**config.mk**
```make
export PLATFORM = sky130hd
export DESIGN_NAME = mipsCore
export DESIGN_NICKNAME = d
export VERILOG_FILES = /design/src/source/mipsIsaPkg.sv /design/src/source/mipsBusPkg.sv /design/src/source/aluUnit.sv /design/src/source/controlDecoder.sv /design/src/source/mipsCore.sv /design/src/source/pcUnit.sv /design/src/source/regFile.sv
export VERILOG_INCLUDE_DIRS = /design/src /design/src/source
export SDC_FILE = /design/constraint.sdc
export NUM_CORES = 2
export LEC_CHECK = 0
export BUFFER_PORTS_ARGS = -buffer_cell sky130_fd_sc_hd__buf_2
export CAP_MARGIN = 5
export CELL_PAD_IN_SITES_DETAIL_PLACEMENT = 1
export CELL_PAD_IN_SITES_GLOBAL_PLACEMENT = 1
export CORE_MARGIN = 3
export CORE_UTILIZATION = 40
export CTS_BUF_LIST = sky130_fd_sc_hd__clkbuf_4
export DETAILED_ROUTE_END_ITERATION = 8
export PLACE_DENSITY = 0.74
export SLEW_MARGIN = 40
export SYNTH_ARGS = -nofsm -noshare
export SYNTH_HDL_FRONTEND = slang
export SYNTH_SLANG_ARGS = --single-unit
```
**constraint.sdc**
```tcl
create_clock -name clk -period 7.8 [get_ports clk]
set_input_delay 0.39 -clock clk [delete_from_list [all_inputs] [get_ports clk]]
set_output_delay 0.39 -clock clk [all_outputs]
set_load 0.005 [all_outputs]
```
**src/source/mips_consts.svh**
```systemverilog
/* Core-wide constants. The data memory is word addressed with DMEM_AW bits,
   so only the low 2^DMEM_AW words are reachable. */
`ifndef MIPS_CONSTS_SVH
`define MIPS_CONSTS_SVH

// datapath and address width
`define XLEN 32

// architectural register count
`define REG_COUNT 32

// jal writes its return address here
`define LINK_REG 5'd31

// first fetch address after reset
`define RESET_PC 32'h0000_0000

// data memory word address width (result bits 8..2)
`define DMEM_AW 7

`endif

```
**src/source/mipsIsaPkg.sv**
```systemverilog
/* Instruction-set types for the supported MIPS subset only.
   Unlisted opcodes and functs decode to no operation in the core. */
package mipsIsaPkg;

  // ====================================================================
  // opcode and funct encodings
  // ====================================================================
  typedef enum logic [5:0] {
    opRtype = 6'h00,
    opJ     = 6'h02,
    opJal   = 6'h03,
    opBeq   = 6'h04,
    opLw    = 6'h23,
    opSw    = 6'h2b
  } opcodeT;

  // R-type funct field
  typedef enum logic [5:0] {
    fnJr  = 6'h08,
    fnAdd = 6'h20,
    fnSub = 6'h22,
    fnAnd = 6'h24,
    fnOr  = 6'h25,
    fnSlt = 6'h2a
  } functT;

  // ====================================================================
  // instruction word views
  // ====================================================================
  typedef struct packed {
    opcodeT      op;
    logic [4:0]  rs;
    logic [4:0]  rt;
    logic [4:0]  rd;
    logic [4:0]  shamt;
    functT       funct;
  } instrT;

  // I-format overlay
  typedef struct packed {
    opcodeT      op;
    logic [4:0]  rs;
    logic [4:0]  rt;
    logic [15:0] imm;
  } iFieldsT;

  // J-format overlay
  typedef struct packed {
    opcodeT      op;
    logic [25:0] target;
  } jFieldsT;

  typedef union packed {
    instrT   r;
    iFieldsT i;
    jFieldsT j;
  } instrU;

  // ALU operation select
  typedef enum logic [2:0] {
    aluAdd,
    aluSub,
    aluAnd,
    aluOr,
    aluSlt,
    aluPass
  } aluOpT;

endpackage

```
**src/source/mipsBusPkg.sv**
```systemverilog
/* Datapath and port records of the core. Data-memory addresses are word
   addresses, byte lanes are not modelled. */
`include "mips_consts.svh"

package mipsBusPkg;
  import mipsIsaPkg::*;

  // decoded control word, one per instruction
  typedef struct packed {
    logic  regWrite;
    logic  regDst;      // 1 selects rd, 0 selects rt
    logic  aluSrcImm;   // second operand from immediate
    logic  memRead;
    logic  memWrite;
    logic  memToReg;
    logic  branch;
    logic  jump;
    logic  jumpReg;
    logic  link;        // jal return address write
    aluOpT aluOp;
  } ctrlT;

  // data memory request, answered in the same cycle
  typedef struct packed {
    logic [`DMEM_AW-1:0] addr;
    logic [`XLEN-1:0]    wdata;
    logic                we;
    logic                re;
  } dmemReqT;

  // register write-back, also the observable test port
  typedef struct packed {
    logic             en;
    logic [4:0]       addr;
    logic [`XLEN-1:0] data;
  } wbT;

endpackage

```
**src/source/aluUnit.sv**
```systemverilog
/* Combinational 32-bit ALU. zero flags a == b for every operation, not a
   zero result. */
`timescale 1ns/1ps
`include "mips_consts.svh"

module aluUnit import mipsIsaPkg::*; (
  input  logic [`XLEN-1:0] a,
  input  logic [`XLEN-1:0] b,
  input  aluOpT            op,
  output logic [`XLEN-1:0] result,
  output logic             zero
);

  // signed compare for slt
  logic aLessB;

  assign aLessB = $signed(a) < $signed(b);

  always_comb begin
    case (op)
      aluAdd:  result = a + b;
      aluSub:  result = a - b;
      aluAnd:  result = a & b;
      aluOr:   result = a | b;
      aluSlt:  result = {{(`XLEN-1){1'b0}}, aLessB};
      // operand b straight through
      aluPass: result = b;
      default: result = '0;
    endcase
  end

  // beq uses this regardless of op
  assign zero = (a == b);

endmodule

```
**src/source/controlDecoder.sv**
```systemverilog
/* Purely combinational decode of opcode and funct. Anything outside the
   supported subset yields an inactive control word with no writes. */
`timescale 1ns/1ps

module controlDecoder import mipsIsaPkg::*, mipsBusPkg::*; (
  input  instrT instr,
  output ctrlT  ctrl
);

  // ====================================================================
  // main decode
  // ====================================================================
  always_comb begin
    // inactive default
    ctrl       = '0;
    ctrl.aluOp = aluPass;

    case (instr.op)
      opRtype: begin
        // funct picks the ALU operation
        case (instr.funct)
          fnAdd: begin
            ctrl.regWrite = 1'b1;
            ctrl.regDst   = 1'b1;
            ctrl.aluOp    = aluAdd;
          end
          fnSub: begin
            ctrl.regWrite = 1'b1;
            ctrl.regDst   = 1'b1;
            ctrl.aluOp    = aluSub;
          end
          fnAnd: begin
            ctrl.regWrite = 1'b1;
            ctrl.regDst   = 1'b1;
            ctrl.aluOp    = aluAnd;
          end
          fnOr: begin
            ctrl.regWrite = 1'b1;
            ctrl.regDst   = 1'b1;
            ctrl.aluOp    = aluOr;
          end
          fnSlt: begin
            ctrl.regWrite = 1'b1;
            ctrl.regDst   = 1'b1;
            ctrl.aluOp    = aluSlt;
          end
          // jr writes nothing, only redirects
          fnJr:    ctrl.jumpReg = 1'b1;
          default: ;
        endcase
      end
      opLw: begin
        // address = rs + simm
        ctrl.regWrite  = 1'b1;
        ctrl.aluSrcImm = 1'b1;
        ctrl.memRead   = 1'b1;
        ctrl.memToReg  = 1'b1;
        ctrl.aluOp     = aluAdd;
      end
      opSw: begin
        ctrl.aluSrcImm = 1'b1;
        ctrl.memWrite  = 1'b1;
        ctrl.aluOp     = aluAdd;
      end
      opBeq: begin
        // equality comes from the ALU zero flag
        ctrl.branch = 1'b1;
        ctrl.aluOp  = aluSub;
      end
      opJ:     ctrl.jump = 1'b1;
      opJal: begin
        ctrl.jump     = 1'b1;
        ctrl.link     = 1'b1;
        ctrl.regWrite = 1'b1;
      end
      default: ;
    endcase
  end

endmodule

```
**src/source/mipsCore.sv**
```systemverilog
/* Single-cycle MIPS core. Both memories must answer combinationally in the
   same cycle; no stalls. Memory strobes and wb.en are held low in reset. */
`timescale 1ns/1ps
`include "mips_consts.svh"

module mipsCore import mipsIsaPkg::*, mipsBusPkg::*; (
  input  logic             clk,
  input  logic             rst,
  output logic [`XLEN-1:0] instrAddr,
  input  instrT            instr,
  output dmemReqT          dmemReq,
  input  logic [`XLEN-1:0] dmemRdata,
  output wbT               wb
);

  // ====================================================================
  // internal signals
  // ====================================================================
  instrU            instrView;
  ctrlT             ctrl;
  logic [`XLEN-1:0] rsData;
  logic [`XLEN-1:0] rtData;
  logic [`XLEN-1:0] immExt;
  logic [`XLEN-1:0] aluB;
  logic [`XLEN-1:0] aluResult;
  logic             aluZero;
  logic [`XLEN-1:0] linkAddr;
  logic [4:0]       destReg;
  logic [`XLEN-1:0] wbData;

  // I and J fields as overlays of the same word
  assign instrView.r = instr;

  controlDecoder controlDecoder_inst (
    .instr (instr),
    .ctrl  (ctrl)
  );

  // register write comes back from the wb port
  regFile regFile_inst (
    .clk    (clk),
    .rst    (rst),
    .rs     (instr.rs),
    .rt     (instr.rt),
    .wb     (wb),
    .rsData (rsData),
    .rtData (rtData)
  );

  // ====================================================================
  // execute
  // ====================================================================
  assign immExt = {{(`XLEN-16){instrView.i.imm[15]}}, instrView.i.imm};
  // rt or sign-extended immediate
  assign aluB   = ctrl.aluSrcImm ? immExt : rtData;

  aluUnit aluUnit_inst (
    .a      (rsData),
    .b      (aluB),
    .op     (ctrl.aluOp),
    .result (aluResult),
    .zero   (aluZero)
  );

  pcUnit pcUnit_inst (
    .clk      (clk),
    .rst      (rst),
    .ctrl     (ctrl),
    .zero     (aluZero),
    .imm      (instrView.i.imm),
    .target   (instrView.j.target),
    .rsData   (rsData),
    .pc       (instrAddr),
    .linkAddr (linkAddr)
  );

  // ====================================================================
  // memory access and write-back
  // ====================================================================
  // word address from byte address bits 8..2
  assign dmemReq.addr  = aluResult[`DMEM_AW+1:2];
  assign dmemReq.wdata = rtData;
  assign dmemReq.we    = ctrl.memWrite & rst;
  assign dmemReq.re    = ctrl.memRead & rst;

  // link overrides rd/rt
  always_comb begin
    if (ctrl.link) begin
      destReg = `LINK_REG;
    end else if (ctrl.regDst) begin
      destReg = instr.rd;
    end else begin
      destReg = instr.rt;
    end
  end

  // jal return address, load data or ALU result
  always_comb begin
    if (ctrl.link) begin
      wbData = linkAddr;
    end else if (ctrl.memToReg) begin
      wbData = dmemRdata;
    end else begin
      wbData = aluResult;
    end
  end

  assign wb.en   = ctrl.regWrite & rst;
  assign wb.addr = destReg;
  assign wb.data = wbData;

endmodule

```
**src/source/pcUnit.sv**
```systemverilog
/* Program counter with next-PC selection, one instruction per clock.
   Priority is jr, then j/jal, then taken beq, then PC+4. */
`timescale 1ns/1ps
`include "mips_consts.svh"

module pcUnit import mipsBusPkg::*; (
  input  logic             clk,
  input  logic             rst,
  input  ctrlT             ctrl,
  input  logic             zero,
  input  logic [15:0]      imm,
  input  logic [25:0]      target,
  input  logic [`XLEN-1:0] rsData,
  output logic [`XLEN-1:0] pc,
  output logic [`XLEN-1:0] linkAddr
);

  logic [`XLEN-1:0] pcPlus4;
  logic [`XLEN-1:0] branchAddr;
  logic [`XLEN-1:0] jumpAddr;
  logic [`XLEN-1:0] pcNext;

  // ====================================================================
  // candidate addresses
  // ====================================================================
  assign pcPlus4    = pc + `XLEN'd4;
  // simm << 2 relative to PC+4
  assign branchAddr = pcPlus4 + {{(`XLEN-18){imm[15]}}, imm, 2'b00};
  // region bits kept from PC+4
  assign jumpAddr   = {pcPlus4[`XLEN-1:`XLEN-4], target, 2'b00};
  // jal return address is PC+8
  assign linkAddr   = pc + `XLEN'd8;

  always_comb begin
    if (ctrl.jumpReg) begin
      pcNext = rsData;
    end else if (ctrl.jump) begin
      pcNext = jumpAddr;
    end else if (ctrl.branch && zero) begin
      pcNext = branchAddr;
    end else begin
      pcNext = pcPlus4;
    end
  end

  // PC register
  always_ff @(posedge clk or negedge rst) begin
    if (!rst) begin
      pc <= `RESET_PC;
    end else begin
      pc <= pcNext;
    end
  end

endmodule

```
**src/source/regFile.sv**
```systemverilog
/* 32 x 32 register file, two combinational reads and one write per clock.
   r0 always reads zero; a write to it is dropped. */
`timescale 1ns/1ps
`include "mips_consts.svh"

module regFile import mipsBusPkg::*; (
  input  logic             clk,
  input  logic             rst,
  input  logic [4:0]       rs,
  input  logic [4:0]       rt,
  input  wbT               wb,
  output logic [`XLEN-1:0] rsData,
  output logic [`XLEN-1:0] rtData
);

  // ====================================================================
  // storage
  // ====================================================================
  logic [`XLEN-1:0] regs [`REG_COUNT];

  // whole file cleared on reset
  always_ff @(posedge clk or negedge rst) begin
    if (!rst) begin
      for (int i = 0; i < `REG_COUNT; i++) begin
        regs[i] <= '0;
      end
    end else if (wb.en && (wb.addr != 5'd0)) begin
      regs[wb.addr] <= wb.data;
    end
  end

  // ====================================================================
  // read ports
  // ====================================================================
  // no bypass, a same-cycle write shows next cycle
  assign rsData = (rs == 5'd0) ? '0 : regs[rs];
  assign rtData = (rt == 5'd0) ? '0 : regs[rt];

endmodule

```
* Word-level counts from Yosys, hierarchy flattened
Cells that the tools add are included.
** Storage, ports and cells
- Word-level logic and storage cells :: 113
- Register bits :: 1056
** Cells by class
- Add/subtract/negate cells :: 5
- Multiplexer cells :: 33
- Magnitude comparators :: 5
- Bitwise operators :: 8
- Equal/unequal tests :: 17
- Reduce and logical (&&, ||, !) cells :: 12
** Operator list (number)
- $bwmux 1024 :: 1
- $mux 32 :: 13
- $bmux 32 s5 :: 2
- $pmux 32 s6 :: 1
- $demux 32 s5 :: 1
- $add 32x32->32 :: 2
- $eq 6x6->1 const B :: 7
- $add 32x3->32 const B :: 1
- $add 32x4->32 const B :: 1
- $and 32x32->32 :: 1
- $eq 32x32->1 :: 1
- $lt 32x32->1 :: 1
- $or 32x32->32 :: 1
- $sub 32x32->32 :: 1
- $ge 6x6->1 const B :: 3
- $not 5->6 :: 3
- $pmux 3 s5 :: 1
- $eq 6x2->1 const B :: 2
- $logic_not 5->1 :: 2
- $mux 5 :: 2
- $mux 1 :: 9
- $pmux 3 s3 :: 1
- $eq 3x2->1 const B :: 2
- $eq 3x3->1 const B :: 2
- other kinds (13) :: 19

* Longest topological paths before layout
- Depth in word-level cells :: 12
- Gate-level depth with buffers :: 32

* Modules after synthesis
A second synthesis with hierarchy kept.
** Unflattened totals
- Cell total of the unflattened synthesis :: 5190
- Area, all modules :: 65452.8 um^2
** Modules (own cells, without submodules)
- regFile :: area each 54369.6 um^2, cells an instance 3621, instances 1, seq. area each 25624.6 um^2
- aluUnit :: area each 5250.0 um^2, cells an instance 782, instances 1, seq. area each 0.0 um^2
- pcUnit :: area each 4356.7 um^2, cells an instance 580, instances 1, seq. area each 800.8 um^2
- mipsCore :: area each 1258.7 um^2, cells an instance 177, instances 1, seq. area each 0.0 um^2
- controlDecoder :: area each 217.7 um^2, cells an instance 30, instances 1, seq. area each 0.0 um^2

* Worst setup path before layout
No wires, ideal clock.
- Path kind :: input to output
- From :: in instr[21] (netlist name)
- To :: out wb[24] (netlist name)
- Setup slack :: 1409 ps
- Data arrival time :: 6001 ps
- Path buffers :: 6
- Cell stages on the path :: 24
- Cell sequence :: clkbuf_1 -> clkbuf_1 -> clkbuf_1 -> buf_1 -> mux4_2 -> mux4_2 -> mux2i_1 -> or2_2 -> inv_1 -> ha_1 -> clkbuf_1 -> nor2_1 -> o21ai_0 -> a21oi_1 -> o21bai_1 -> a211oi_1 -> o211ai_1 -> a31o_2 -> a31oi_1 -> nor2_1 -> xnor2_1 -> a221oi_2 -> buf_2 -> nor2_1
** RTL lines
- start: declaration :: line mipsCore.sv:10 : input instrT instr,
- end: declaration :: line mipsCore.sv:13 : output wbT wb

==> flow_summary_export.csv <==
group,metric,value,unit
clock_tree,clk_pin_slew,0.07,ns
global_routing,grt_pass1_wl,394000,um
layout,drive_gt1_share,28.3,%
routing,post_drt_wl_per_cell,32.2,um
clock_tree,numCtsBuffers,301,
floorplanning,die_h,406,um
pwr,p_leak,31.5,nW
synthesis,synth.distinct_cells,105,
timing,fin_hold_ws,0.149,ns
hold_path,min_from,"dmemRdata[2]",
routing,vias,54225,
pwr,fin_total_pwr,13.1,mW
placed_design,port_buffers,176,
pwr,p_per_area,182,mW/mm2
setup_path,crit_top_cell,"inv_1",
routing,vias_per_cell,6.47,
timing,tightest_slew,0.960,ns
synthesis,synth_top_area_cell,"dfrtp_1",
layout,nets,6303,
timing,setup_viol_count_final,0,
synthesis,synth_most_common_cell,"dfrtp_1",
global_routing,grt_overflow,0,
routing,wl,270000,um
synthesis,synth_fp_nets,6101,
synthesis,synth_area_leaders,"dfrtp_1 (41%), mux4_2 (19%), nand2_1 (5.6%)",
routing,drc,0,
setup_path,crit_required,7.41,ns
synthesis,synthCells,5906,
timing,min_period_over_period,97.8,%
clock_tree,clock_tree.root_cell,"clkbuf_4",
synthesis,synthArstFlopShare,100,%
synthesis,synth_common_cells,"dfrtp_1 (1056), nand2_1 (950), o21ai_0 (710)",
floorplanning,start_util,40.3,%
floorplanning,core_area,0.159,mm2
routing,ant_nets,0,
synthesis,yosysTopAreaCellShare,41.3,%
timing,layout_min_cycle_time,7.63,ns
placed_design,dpl.cell_count,7790,
timing,slew_viol_final,0,
setup_path,crit_slowest_cell,"or3b_2",
synthesis,synth_enable_flop_cells,0,
timing,rsz0062_at_grt,"false",
clock_tree,clk_latency,1.37,ns
routing,drt_pass1_iterations,7,
floorplanning,rows,146,
global_routing,grt_start_max_net_pins,149,
layout,area_growth,12.4,%
synthesis,synth.cell_area,0.0639,mm2
setup_path,path_class,"input pin to output pin",
floorplanning,die_x,406,um
timing,hold_viol_final,0,
synthesis,syn_area_per_cell,10.8,um2
global_routing,grt_pass1_vias,57334,
placed_design,pre_cts_ws,0.574,ns
clock_tree,cts_max_path_buffers,4,
floorplanning,io_pins,177,
setup_path,cpLargestDelayFamily,"compound AO/OA/AOI/OAI gates",
global_routing,antenna_found_initial,18,
global_routing,grt_usage,32.6,%
synthesis,yosysSeqAreaShare,41.3,%
routing,first_iter_violations,5776,
setup_path,cp_num_buf_inv,10,
timing,skew,0.145,ns
setup_path,crit_path_max_fanout,42,
hold_path,hold_path_class,"input pin to flop",
setup_path,critical_path_arrival,7.24,ns
setup_path,timing.rr.start,"regFile_inst.regs[885]",
timing,max_freq,131,MHz
timing,relSlewSlack,36.0,%
placed_design,gp_congestion,1.01,
floorplanning,die-area,0.165,mm2
clock_tree,htreeDepth,5,
synthesis,synth_ff_type,"dfrtp_1",
setup_path,start_kind,"input pin",
placed_design,dp_hpwl,176000,um
setup_path,crit_chain,"dlygate4sd3_1, buf_8, or3b_2, buf_12, o22ai_1, nor3_1, buf_4, o31ai_2, inv_1, ha_1, nor2b_1, a221oi_1, inv_1, a21oi_1, inv_1, a41oi_4, a2111oi_2, buf_4, o31ai_1, nand2_1, o2bb2ai_1, o21ai_2, inv_1, buf_2",
clock_tree,cts.sinks,1056,
status,outcome,"complete, no violations",
synthesis,yosys_warnings,0,
clock_tree,cts_tree,"built",
timing,worst_slack,0.174,ns
timing,setup_tns,0,ns
synthesis,synth.ff_latch_count,1056,
setup_path,critPathLaunch,"instr[17]",
pwr,peakVddDrop,0.150,mV
layout,final_cells,8379,
setup_path,cp-end-kind,"output pin",
setup_path,max_stage_delay,0.77,ns
run,max_cap_viol_count,0,
-- metrics by stage --
step	cell area [um2]	utilization, %
global placement	67000	42.3
global route	71900	45.3
detailed placement	67400	42.5
CTS	71700	45.2
finish	71900	45.3
floorplan	63900	-
-- layout by cell type (no fill, tap or decap), types with 25 or more instances in the layout --
cell type      count
inv_1            135
xnor2_1           75
o21ai_1          107
xor2_1            27
buf_4            184
nand3_1           49
nand2_1          919
buf_2            167
ha_1             126
o211ai_1          25
clkbuf_4         412
and3_1            28
a21o_1            31
nor2_1           200
mux2i_1          142
dlygate4sd3_1     83
a21oi_1          215
o22ai_1           42
or2_2             34
o31ai_1           84
mux2_2           240
a211oi_1          25
mux4_2           536
clkinv_1          60
nand4_1           32
o21ai_0          708
dfrtp_1         1056
nor3_1            51
-- logic make-up (layout without fill, tap and decap cells) --
family | after synthesis | in the layout | share of synthesized area [%]
xor gates and xnor gates | 102 | 102 | 1.40
buffers and inverters | 719 | 1106 | 4.91
other | 0 | 14 | 0
and+or+nand+nor | 1473 | 1473 | 9.75
adders and majority gates | 129 | 129 | 2.56
AOI/OAI and AO/OA | 1478 | 1478 | 13.7
DFF | 1056 | 1056 | 41.3
muxes | 949 | 949 | 26.4
-- layer usage --
metal | wire (um) | track usage (%)
met5 | 39 | 0
met4 | 20400 | 22.6
met3 | 24200 | 8.53
met2 | 123000 | 50.5
met1 | 102000 | 40.0
-- what timing repair did --
action | CTS | global route
endpoints found under the hold margin | 715 | 0
resized for setup | 0 | 4
endpoints found under the setup margin | 0 | 3
hold buffers | 84 | 0
setup buffers | 0 | 0
-- registers in the layout, summed over array words and instances (netlist names) --
register and flops:
regFile_inst.regs 1024, pcUnit_inst.pc 32
-- tightest hold or removal path, cell delays in order --
cell      delay (ns)
buf_2           0.08
nand2_1         0.08
o211ai_1        0.29
o21ai_2         0.13
buf_4           0.27
o21ai_0         0.19
-- area by class of cell --
class	count	area, um2
Tap cell	2072	2590
Clock buffer	412	3090
Antenna cell	14	35.0
Multi-Input combinational cell	4131	35100
Clock inverter	76	353
Timing Repair Buffer	476	3780
Sequential cell	1056	26400
Fill cell	17241	86700
Inverter	142	533
-- worst paths after layout --
check / end / slack (ns) / cells after the start
hold reg to reg: regFile_inst.regs[995] / 0.39 / 0
setup reg to reg: pcUnit_inst.pc[9] / 1.23 / 20
setup / recovery: wb[31] / 0.17 / 24
hold / removal: regFile_inst.regs[194] / 0.15 / 6
max in group asynchronous: regFile_inst.regs[411] / 4.57 / 8
min in group asynchronous: regFile_inst.regs[282] / 0.34 / 4
-- power by group --
part | switching (mW) | leakage, nW | internal, mW | total, mW
Sequential | 0.162 | 14.7 | 5.58 | 5.74
Clock | 2.50 | 2.08 | 2.49 | 4.99
Combinational | 1.48 | 14.8 | 0.872 | 2.35
(Power assumes the default switching activity.)
